**config.mk**
```make
export PLATFORM = sky130hd
export DESIGN_NAME = writebackTop
export DESIGN_NICKNAME = d
export VERILOG_FILES = /design/src/source/wbPkg.sv /design/src/source/wbStage.sv /design/src/source/archState.sv /design/src/source/writebackTop.sv
export VERILOG_INCLUDE_DIRS = /design/src /design/src/source
export SDC_FILE = /design/constraint.sdc
export NUM_CORES = 2
export LEC_CHECK = 0
export ABC_AREA = 1
export BUFFER_PORTS_ARGS = -buffer_cell sky130_fd_sc_hd__buf_2
export CORE_MARGIN = 10
export CORE_UTILIZATION = 26
export CTS_BUF_LIST = sky130_fd_sc_hd__clkbuf_8
export DETAILED_ROUTE_END_ITERATION = 16
export SETUP_SLACK_MARGIN = 0.2
export SYNTH_ARGS = -nofsm -noshare
export SYNTH_HDL_FRONTEND = slang
export SYNTH_SLANG_ARGS = --single-unit
```
**constraint.sdc**
```tcl
create_clock -name clk -period 2.15 [get_ports clk]
set_input_delay 0 -clock clk [delete_from_list [all_inputs] [get_ports clk]]
set_output_delay 0 -clock clk [all_outputs]
set_load 0.01 [all_outputs]
```
**src/source/wb_params.svh**
```systemverilog
////////////////////////////////////////
// Writeback parameters
// Widths and sizes shared by the writeback datapath.
////////////////////////////////////////
`ifndef WB_PARAMS_SVH
`define WB_PARAMS_SVH

// width of one datapath word.
`define WB_DATA_W 32

// number of general purpose registers.
`define WB_REG_NUM 32

// bits needed to address one general register.
`define WB_REG_AW 5

// JAL and JALR write back the address two instructions past the jump,
// which skips the delay slot.
`define WB_PC_INC 8

`endif

```
**src/source/wbPkg.sv**
```systemverilog
////////////////////////////////////////
// Writeback package
// Types shared by the writeback stage and its top level.
////////////////////////////////////////
`default_nettype none

package wbPkg;

    // source of the word written back into the register file.
    typedef enum logic [1:0] {
        WB_SEL_LINK = 2'd0, // return address for link instructions.
        WB_SEL_ALU  = 2'd1, // result computed by the ALU.
        WB_SEL_OPB  = 2'd2, // B operand, used by MTHI and MTLO style moves.
        WB_SEL_MEM  = 2'd3  // data returned by a load.
    } WbSelType;

endpackage

`default_nettype wire

```
**src/source/wbStage.sv**
```systemverilog
////////////////////////////////////////
// wbStage
// MEM2-to-WB pipeline register, result select
// and write suppression during a data cache stall.
////////////////////////////////////////
`timescale 1ns/1ns
`default_nettype none

`include "wb_params.svh"

module wbStage
    import wbPkg::*;
(
    input  wire logic                    clk,
    input  wire logic                    rst,
    input  wire logic                    wbFlush,
    input  wire logic                    wbWr,
    input  wire logic                    wbDisWr,

    input  wire logic [`WB_DATA_W-1:0]   mem2AluOut,
    input  wire logic [`WB_DATA_W-1:0]   mem2Pc,
    input  wire logic [`WB_DATA_W-1:0]   mem2Instr,
    input  wire logic [`WB_DATA_W-1:0]   mem2OutB,
    input  wire logic [`WB_DATA_W-1:0]   mem2DmOut,
    input  wire WbSelType                mem2WbSel,
    input  wire logic [`WB_REG_AW-1:0]   mem2Dst,
    input  wire logic                    mem2GprWr,
    input  wire logic                    mem2HiWr,
    input  wire logic                    mem2LoWr,
    input  wire logic                    mem2StoreReq,

    output logic      [`WB_DATA_W-1:0]   wbResult,
    output logic      [`WB_DATA_W-1:0]   wbPc,
    output logic      [`WB_DATA_W-1:0]   wbAluOut,
    output logic      [`WB_DATA_W-1:0]   wbOutB,
    output logic      [`WB_REG_AW-1:0]   wbDst,
    output logic                         finalGprWr,
    output logic                         finalHiWr,
    output logic                         finalLoWr,
    output logic                         wbStoreReq
);

    localparam logic [`WB_DATA_W-1:0] LinkOffset = `WB_PC_INC;

    logic [`WB_DATA_W-1:0] wbDmOut;   // loaded data held by the stage.
    WbSelType              wbSel;     // stored result select.
    logic                  wbGprWr;   // stored general register write type.
    logic                  wbHiWr;    // stored HI write type.
    logic                  wbLoWr;    // stored LO write type.

    // Flush wins over the write enable, so a flushed item never lands even
    // while the pipeline is advancing.
    always_ff @(posedge clk) begin
        if (rst || wbFlush) begin
            wbAluOut   <= '0;
            wbPc       <= '0;
            wbOutB     <= '0;
            wbDmOut    <= '0;
            wbSel      <= WB_SEL_LINK;
            wbDst      <= '0;
            wbGprWr    <= 1'b0;
            wbHiWr     <= 1'b0;
            wbLoWr     <= 1'b0;
            wbStoreReq <= 1'b0;
        end else if (wbWr) begin
            wbAluOut   <= mem2AluOut;
            wbPc       <= mem2Pc;
            wbOutB     <= mem2OutB;
            wbDmOut    <= mem2DmOut;
            wbSel      <= mem2WbSel;
            wbDst      <= mem2Dst;
            wbGprWr    <= mem2GprWr;
            wbHiWr     <= mem2HiWr;
            wbLoWr     <= mem2LoWr;
            wbStoreReq <= mem2StoreReq; // passes through untouched.
        end
    end

    always_comb begin
        case (wbSel)
            WB_SEL_LINK: wbResult = wbPc + LinkOffset; // return address of JAL and JALR.
            WB_SEL_ALU:  wbResult = wbAluOut;
            WB_SEL_OPB:  wbResult = wbOutB;             // moves to HI, LO and the CP0 path.
            WB_SEL_MEM:  wbResult = wbDmOut;
            default:     wbResult = wbAluOut;
        endcase
    end

    // A data cache stall freezes the pipeline around this stage, so the held
    // item must not touch the register file until the stall is released.
    assign finalGprWr = wbDisWr ? 1'b0 : wbGprWr;
    assign finalHiWr  = wbDisWr ? 1'b0 : wbHiWr;
    assign finalLoWr  = wbDisWr ? 1'b0 : wbLoWr;

endmodule

`default_nettype wire

```
**src/source/archState.sv**
```systemverilog
////////////////////////////////////////
// archState
// General register file with the HI and LO registers.
////////////////////////////////////////
`timescale 1ns/1ns
`default_nettype none

`include "wb_params.svh"

module archState (
    input  wire logic                    clk,
    input  wire logic                    rst,

    input  wire logic                    gprWr,
    input  wire logic                    hiWr,
    input  wire logic                    loWr,
    input  wire logic [`WB_REG_AW-1:0]   wrAddr,
    input  wire logic [`WB_DATA_W-1:0]   wrData,
    input  wire logic [`WB_DATA_W-1:0]   hiLoData,

    input  wire logic [`WB_REG_AW-1:0]   rdAddrA,
    input  wire logic [`WB_REG_AW-1:0]   rdAddrB,
    output logic      [`WB_DATA_W-1:0]   rdDataA,
    output logic      [`WB_DATA_W-1:0]   rdDataB,
    output logic      [`WB_DATA_W-1:0]   hiData,
    output logic      [`WB_DATA_W-1:0]   loData
);

    logic [`WB_DATA_W-1:0] gprFile [`WB_REG_NUM]; // general purpose registers.
    logic [`WB_DATA_W-1:0] hiReg;                 // upper half of mult and div results.
    logic [`WB_DATA_W-1:0] loReg;                 // lower half of mult and div results.

    logic                  gprWrEn;               // write enable with register 0 excluded.

    assign gprWrEn = gprWr && (wrAddr != '0); // register 0 is hardwired to zero.

    always_ff @(posedge clk) begin
        if (rst) begin
            for (int i = 0; i < `WB_REG_NUM; i++) begin
                gprFile[i] <= '0;
            end
        end else if (gprWrEn) begin
            gprFile[wrAddr] <= wrData;
        end
    end

    // HI and LO both take the B operand, matching MTHI and MTLO.
    always_ff @(posedge clk) begin
        if (rst) begin
            hiReg <= '0;
            loReg <= '0;
        end else begin
            if (hiWr) begin
                hiReg <= hiLoData;
            end
            if (loWr) begin
                loReg <= hiLoData;
            end
        end
    end

    // reads are combinational, so a write is visible right after its edge.
    assign rdDataA = (rdAddrA == '0) ? '0 : gprFile[rdAddrA];
    assign rdDataB = (rdAddrB == '0) ? '0 : gprFile[rdAddrB];

    assign hiData  = hiReg;
    assign loData  = loReg;

endmodule

`default_nettype wire

```
**src/source/writebackTop.sv**
```systemverilog
////////////////////////////////////////
// writebackTop
// Writeback stage joined to the architectural state.
////////////////////////////////////////
`timescale 1ns/1ns
`default_nettype none

`include "wb_params.svh"

module writebackTop
    import wbPkg::*;
(
    input  wire logic                    clk,
    input  wire logic                    rst,
    input  wire logic                    wbFlush,
    input  wire logic                    wbWr,
    input  wire logic                    wbDisWr,

    input  wire logic [`WB_DATA_W-1:0]   mem2AluOut,
    input  wire logic [`WB_DATA_W-1:0]   mem2Pc,
    input  wire logic [`WB_DATA_W-1:0]   mem2Instr,
    input  wire logic [`WB_DATA_W-1:0]   mem2OutB,
    input  wire logic [`WB_DATA_W-1:0]   mem2DmOut,
    input  wire WbSelType                mem2WbSel,
    input  wire logic [`WB_REG_AW-1:0]   mem2Dst,
    input  wire logic                    mem2GprWr,
    input  wire logic                    mem2HiWr,
    input  wire logic                    mem2LoWr,
    input  wire logic                    mem2StoreReq,

    input  wire logic [`WB_REG_AW-1:0]   rdAddrA,
    input  wire logic [`WB_REG_AW-1:0]   rdAddrB,

    output logic      [`WB_DATA_W-1:0]   wbResult,
    output logic      [`WB_REG_AW-1:0]   wbDst,
    output logic      [`WB_DATA_W-1:0]   wbPc,
    output logic      [`WB_DATA_W-1:0]   wbAluOut,
    output logic                         wbStoreReq,
    output logic      [`WB_DATA_W-1:0]   rdDataA,
    output logic      [`WB_DATA_W-1:0]   rdDataB,
    output logic      [`WB_DATA_W-1:0]   hiData,
    output logic      [`WB_DATA_W-1:0]   loData
);

    logic [`WB_DATA_W-1:0] wbOutB;      // B operand, feeds HI and LO.
    logic                  finalGprWr;  // write types after stall suppression.
    logic                  finalHiWr;
    logic                  finalLoWr;

    wbStage uStage (
        .clk          (clk),
        .rst          (rst),
        .wbFlush      (wbFlush),
        .wbWr         (wbWr),
        .wbDisWr      (wbDisWr),
        .mem2AluOut   (mem2AluOut),
        .mem2Pc       (mem2Pc),
        .mem2Instr    (mem2Instr),
        .mem2OutB     (mem2OutB),
        .mem2DmOut    (mem2DmOut),
        .mem2WbSel    (mem2WbSel),
        .mem2Dst      (mem2Dst),
        .mem2GprWr    (mem2GprWr),
        .mem2HiWr     (mem2HiWr),
        .mem2LoWr     (mem2LoWr),
        .mem2StoreReq (mem2StoreReq),
        .wbResult     (wbResult),
        .wbPc         (wbPc),
        .wbAluOut     (wbAluOut),
        .wbOutB       (wbOutB),
        .wbDst        (wbDst),
        .finalGprWr   (finalGprWr),
        .finalHiWr    (finalHiWr),
        .finalLoWr    (finalLoWr),
        .wbStoreReq   (wbStoreReq)
    );

    archState uArch (
        .clk      (clk),
        .rst      (rst),
        .gprWr    (finalGprWr),
        .hiWr     (finalHiWr),
        .loWr     (finalLoWr),
        .wrAddr   (wbDst),
        .wrData   (wbResult),
        .hiLoData (wbOutB),
        .rdAddrA  (rdAddrA),
        .rdAddrB  (rdAddrB),
        .rdDataA  (rdDataA),
        .rdDataB  (rdDataB),
        .hiData   (hiData),
        .loData   (loData)
    );

endmodule

`default_nettype wire

```
Yosys cells after proc, flatten, opt, wreduce, memory -nomap -nowiden
Memory sizes are Yosys's and may differ from the RTL's. Cells that the tools add are included.

Memories: 1. RAM bits: 1024. Register bits after elaboration: 203. Word-level logic and storage cells: 38. Memory bits (read-only): 0. Bits in latches: 0.

Memory list: uArch.gprFile (depth 32, width 32, read ports 2, clocked after Yosys merged registers in 0, write ports 32, line archState.sv:29) `` logic [`WB_DATA_W-1:0] gprFile [`WB_REG_NUM]; ``.

Reduce and logical (&&, ||, !) cells: 7. Add/subtract/negate cells: 1. Bitwise logic cells: 0. Magnitude comparators: 0. Div/mod/pow operators: 0. Shift-type cells: 0. Eq/ne operators: 3. $mul: 0. Multiplexer cells: 14.

Operators by type and width (number): 32-bit one-hot mux with 4 select lines (1); 32-bit 2-to-1 mux (3); 32-bit by 4-bit adder with 32-bit output (second input constant) (1); 32-bit OR reduction (1); 5-bit zero test (2); 1-bit 2-to-1 mux (9); 5-bit 2-to-1 mux (1); 5-bit nonzero test (1); 2-bit == test (second input constant) (2); 2-bit by 1-bit == test with 1-bit output (second input constant) (1); 2-bit zero test (1); 1-bit logical AND (1); 1-bit logical OR (1).

Logic depth before layout (Yosys ltp)
Word-level depth: 7. Mapped depth: 12. Depth with buffers taken out: 11.

Cells and area by module
From an unflattened synthesis, not the netlist that was laid out.

Cells, all modules: 8465. Area total of the unflattened synthesis: 65153.7 µm².

By module, submodules not included: archState (times used 1, area each 58727.6 µm², seq. area each 32030.7 µm², cells an instance 7532); wbStage (times used 1, area each 6426.2 µm², seq. area each 2782.7 µm², cells an instance 933).

Least setup slack after synthesis
Ideal clock, no wire load.

Path kind: reg2reg. Start: register uStage.wbDst[1]. End: memory uArch.gprFile[11][0] (netlist bit), enable pin. Period minus slack after synthesis: 2.463 ns. Data arrival time: 2.074 ns. Library setup time: 0.389 ns. Required time: 1.761 ns. Path slack: -0.313 ns. Cell stages (with the launch flop): 8. Path through: dfxtp_1 -> inv_1 -> nand3_1 -> nand2_1 -> nor3_4 -> nand2_1 -> buf_2 -> nand2_1.

RTL lines: from (decl) (line wbStage.sv:36) `` output logic [`WB_REG_AW-1:0] wbDst, ``; from (signal assigned) (line wbStage.sv:71) `wbDst <= mem2Dst;`; to (decl) (line archState.sv:29).

Final worst setup path
Start: register uStage.wbSel[0]. End: output wbResult[13].

Longest elaborated chain between the ends: 2.

Ends and longest elaborated chain: from (decl) (line wbStage.sv:46) `WbSelType wbSel;`; from (signal assigned) (line wbStage.sv:70) `wbSel <= mem2WbSel;`; 2-bit == test, or another cell as far along (line wbStage.sv:80) `case (wbSel)`; 32-bit one-hot mux with 4 select lines (*) (line wbStage.sv:80); to (decl) (line writebackTop.sv:34) `` output logic [`WB_DATA_W-1:0] wbResult, ``.

Every way passes the cells marked *; elsewhere a longest branch is shown, timed or not.

==> results_dict.tcl <==
set metrics [dict create \
    outcome "complete, but fails checks" \
    violations "setup timing" \
    yosysSeqAreaShare_pct 53.2 \
    insertion_delay_ns 1.05 \
    ys_top_cells_by_area "edfxtp_1 47%, nand2_1 16%, nand3_1 11%" \
    synthCells 8380 \
    grt_use_total_pct 23.6 \
    firstDrtPassIters 9 \
    place_congestion 0.952 \
    floorplan.initialDensity_pct 26.1 \
    netlist_top_cells_count "2877 x nand2_1, 1456 x nand3_1, 1047 x nor2_1" \
    tns_ns -159.69 \
    ys_warn_count 0 \
    cp-end-kind "primary output" \
    clockPowerShare_pct 35.6 \
    grt_pass1_wl_mm 477 \
    first_global_vias 67100 \
    fmaxAchievable_ghz 0.313 \
    cts_made_buffers 210 \
    synth.most_common_cell "nand2_1" \
    ff_latch_area_sq_mm 0.0349 \
    maxSlewHeadroom_pct 40.1 \
    sw_frac_of_total_pct 30.9 \
    fillCellCount 24700 \
    drive_above_1_share_pct 22.2 \
    async_reset_ff_share_pct 0 \
    area_growth_pct 41.0 \
    clk_pin_slew_worst_paths_ns 0.07 \
    setup_ws_ns -1.04 \
    final_hold_viol_count 0 \
    drt-wirelength-per-cell_um 26.5 \
    sequentialPowerShare_pct 45.7 \
    gr-total-overflow 0 \
    tightest_slew_ns 0.895 \
    viasPerCell 5.46 \
    finalWirelength_mm 347 \
    power_w 0.0591 \
    cts_root_buf "clkbuf_8" \
    syn_area_sq_mm 0.0655 \
    ys_types 42 \
    antenna_left 0 \
    crit_type "reg -> out" \
    peakVddDrop_v 0.000659 \
    fp-row-count 184 \
    maxCapViolations 0 \
    period_needed_ns 3.19 \
    synth-seq-cells 1227 \
    p_leak_nw 36.9 \
    cts.path.max_buffers 3 \
    dp_hpwl_mm 195 \
    drt_iter0_markers 11400 \
    layoutNonFillerInstCount 13100 \
    place_inst 11900 \
    yosysTopAreaCellShare_pct 47.0 \
    slew_viol_final 0 \
    clock_skew_ns 0.0916 \
    synth-edff-count 1024 \
    htree_levels 4 \
    antenna_found_initial 14 \
    worstSetupStartpointType "register" \
    chipHeight_um 522 \
    synth_flop_cell "edfxtp_1" \
    grt_setup_unrepaired "yes" \
    synth_area_per_cell_sq_um 7.81 \
    finalCritPeriodShare_pct 148 \
    switching_power_w 0.0183 \
    io_buffers 383 \
    cts.sinks 1227 \
    p_int_w 0.0409 \
    grt_max_degree 99 \
    io_pins 416 \
    required_ns 2.15 \
    cts_tree "built" \
    arrival_ns 3.19 \
    dieWidth_um 522 \
    r2r_setup_slack_ns -0.52 \
    vias 71500 \
    setup_viol 872 \
    nets 9750 \
    multiInputGateArea_sq_mm 0.0307 \
    powerDensity_mw_per_mm2 641 \
    dieArea_sq_mm 0.272 \
    worstPathMaxFanout 7 \
    yosys.area.top_type "edfxtp_1" \
    hold_class "in -> reg" \
    core_area_sq_mm 0.251 \
    power_frac_comb_pct 18.7 \
    fin_util_pct 36.8 \
    remaining_drc_errors 0 \
]
cell usage in the layout (no fill, tap or decap), types with 155 or more instances in the layout:
master            n
a21oi_1         577
buf_12          223
buf_2           277
buf_4           376
buf_6           189
clkbuf_8        215
dfxtp_1         175
dlygate4sd3_1   559
edfxtp_1       1024
inv_1           162
nand2_1        2577
nand2_2         224
nand3_1        1283
nand3_2         155
nor2_1          879
sequential cells by signal (all words and copies together), names as in the netlist:
| signal | cells |
|---|---|
| uArch.gprFile | 1024 |
| uArch.hiData | 32 |
| uArch.loData | 32 |
| uStage.wbAluOut | 32 |
| uStage.wbDmOut | 32 |
| uStage.wbOutB | 32 |
| uStage.wbPc | 32 |
| uStage.wbDst | 5 |
| uStage.wbSel | 2 |
| uStage.wbGprWr | 1 |
| uStage.wbHiWr | 1 |
| uStage.wbLoWr | 1 |
| uStage.wbStoreReq | 1 |
power groups by stage:
stage	logic, W	registers, W	clock network, W
2_1_floorplan	0.00409	0.0273	0
3_3_place_gp	0.00821	0.0274	0
3_5_place_dp	0.00822	0.0274	0
4_1_cts	0.0101	0.0269	0.0208
5_1_grt	0.0115	0.0271	0.0221
6_report	0.0111	0.0270	0.0211
path summary, 6_finish.rpt:
| check | start | depth (start not counted) | endpoint |
|---|---|---|---|
| setup / recovery | uStage.wbSel[0]$_SDFFE_PP0P_ | 10 | wbResult[13] |
| hold reg to reg | uArch.loData[27]$_SDFFE_PP0P_ | 2 | uArch.loData[27]$_SDFFE_PP0P_ |
| hold / removal | rst | 3 | uArch.gprFile[0][29]$_SDFFCE_PN0P_ |
| setup reg to reg | uStage.wbSel[0]$_SDFFE_PP0P_ | 11 | uArch.gprFile[8][13]$_SDFFCE_PN0P_ |
worst max-delay path, stage by stage, from the launching register on:
cell and delay [ns]:
dfxtp_4 0.38, buf_4 0.14, inv_2 0.11, nand2_2 0.19, o22ai_1 0.50, inv_1 0.12, nand2_1 0.23, a21oi_4 0.09
buf_12 0.18, clkinvlp_4 0.11, buf_6 0.11
cells by family (layout without fill, tap and decap cells):
kind of cell | Yosys count | in the layout | share of synthesized area [%]
adders and majority gates | 1 | 1 | 0.0191
xor gates and xnor gates | 13 | 13 | 0.174
DFF | 1227 | 1227 | 53.2
other | 1 | 41 | 0.00573
buffers and inverters | 876 | 2193 | 5.68
AOI/OAI and AO/OA | 857 | 858 | 7.08
and+or+nand+nor | 5405 | 5405 | 33.9
stage by stage:
stage / area, sq um / hold WS [ns] / worst slack [ns]
6_report: 92300 / 0.219 / -1.04
5_1_grt: 92300 / 0.201 / -1.09
4_1_cts: 89900 / 0.0985 / -0.657
3_5_place_dp: 75700 / 0.258 / -0.136
3_3_place_gp: 75700 / 0.257 / -0.164
2_1_floorplan: 65800 / 0.140 / 0.0670
metal layers:
metal  global-route usage (%)  up-vias  wire (um)
met1                     29.1    33600     122000
met3                     7.06     1456      49700
met5                   0.0877        -         51
li1                         -    30400          -
met2                     35.9     6013     149000
met4                     14.7        8      26600
final cells by class:
cell class | instances | share of cell area, %
flip-flops and latches | 1227 | 37.8
well taps | 3348 | 4.54
repair inverters | 2 | 0.0217
clock inverters | 163 | 1.07
inverters | 129 | 0.709
repair buffers | 1684 | 19.4
clock buffers | 215 | 3.21
multi-input cells | 6309 | 33.3
diodes | 9 | 0.0244
what timing repair did:
action	4_1_cts	5_1_grt
pin swaps	374	314
resized for setup	756	492
gates cloned	37	5
setup buffers	95	57
hold buffers	559	0
setup endpoints to repair	1426	1696
endpoints found under the hold margin	322	0
Power figures use the tool's default switching activity.
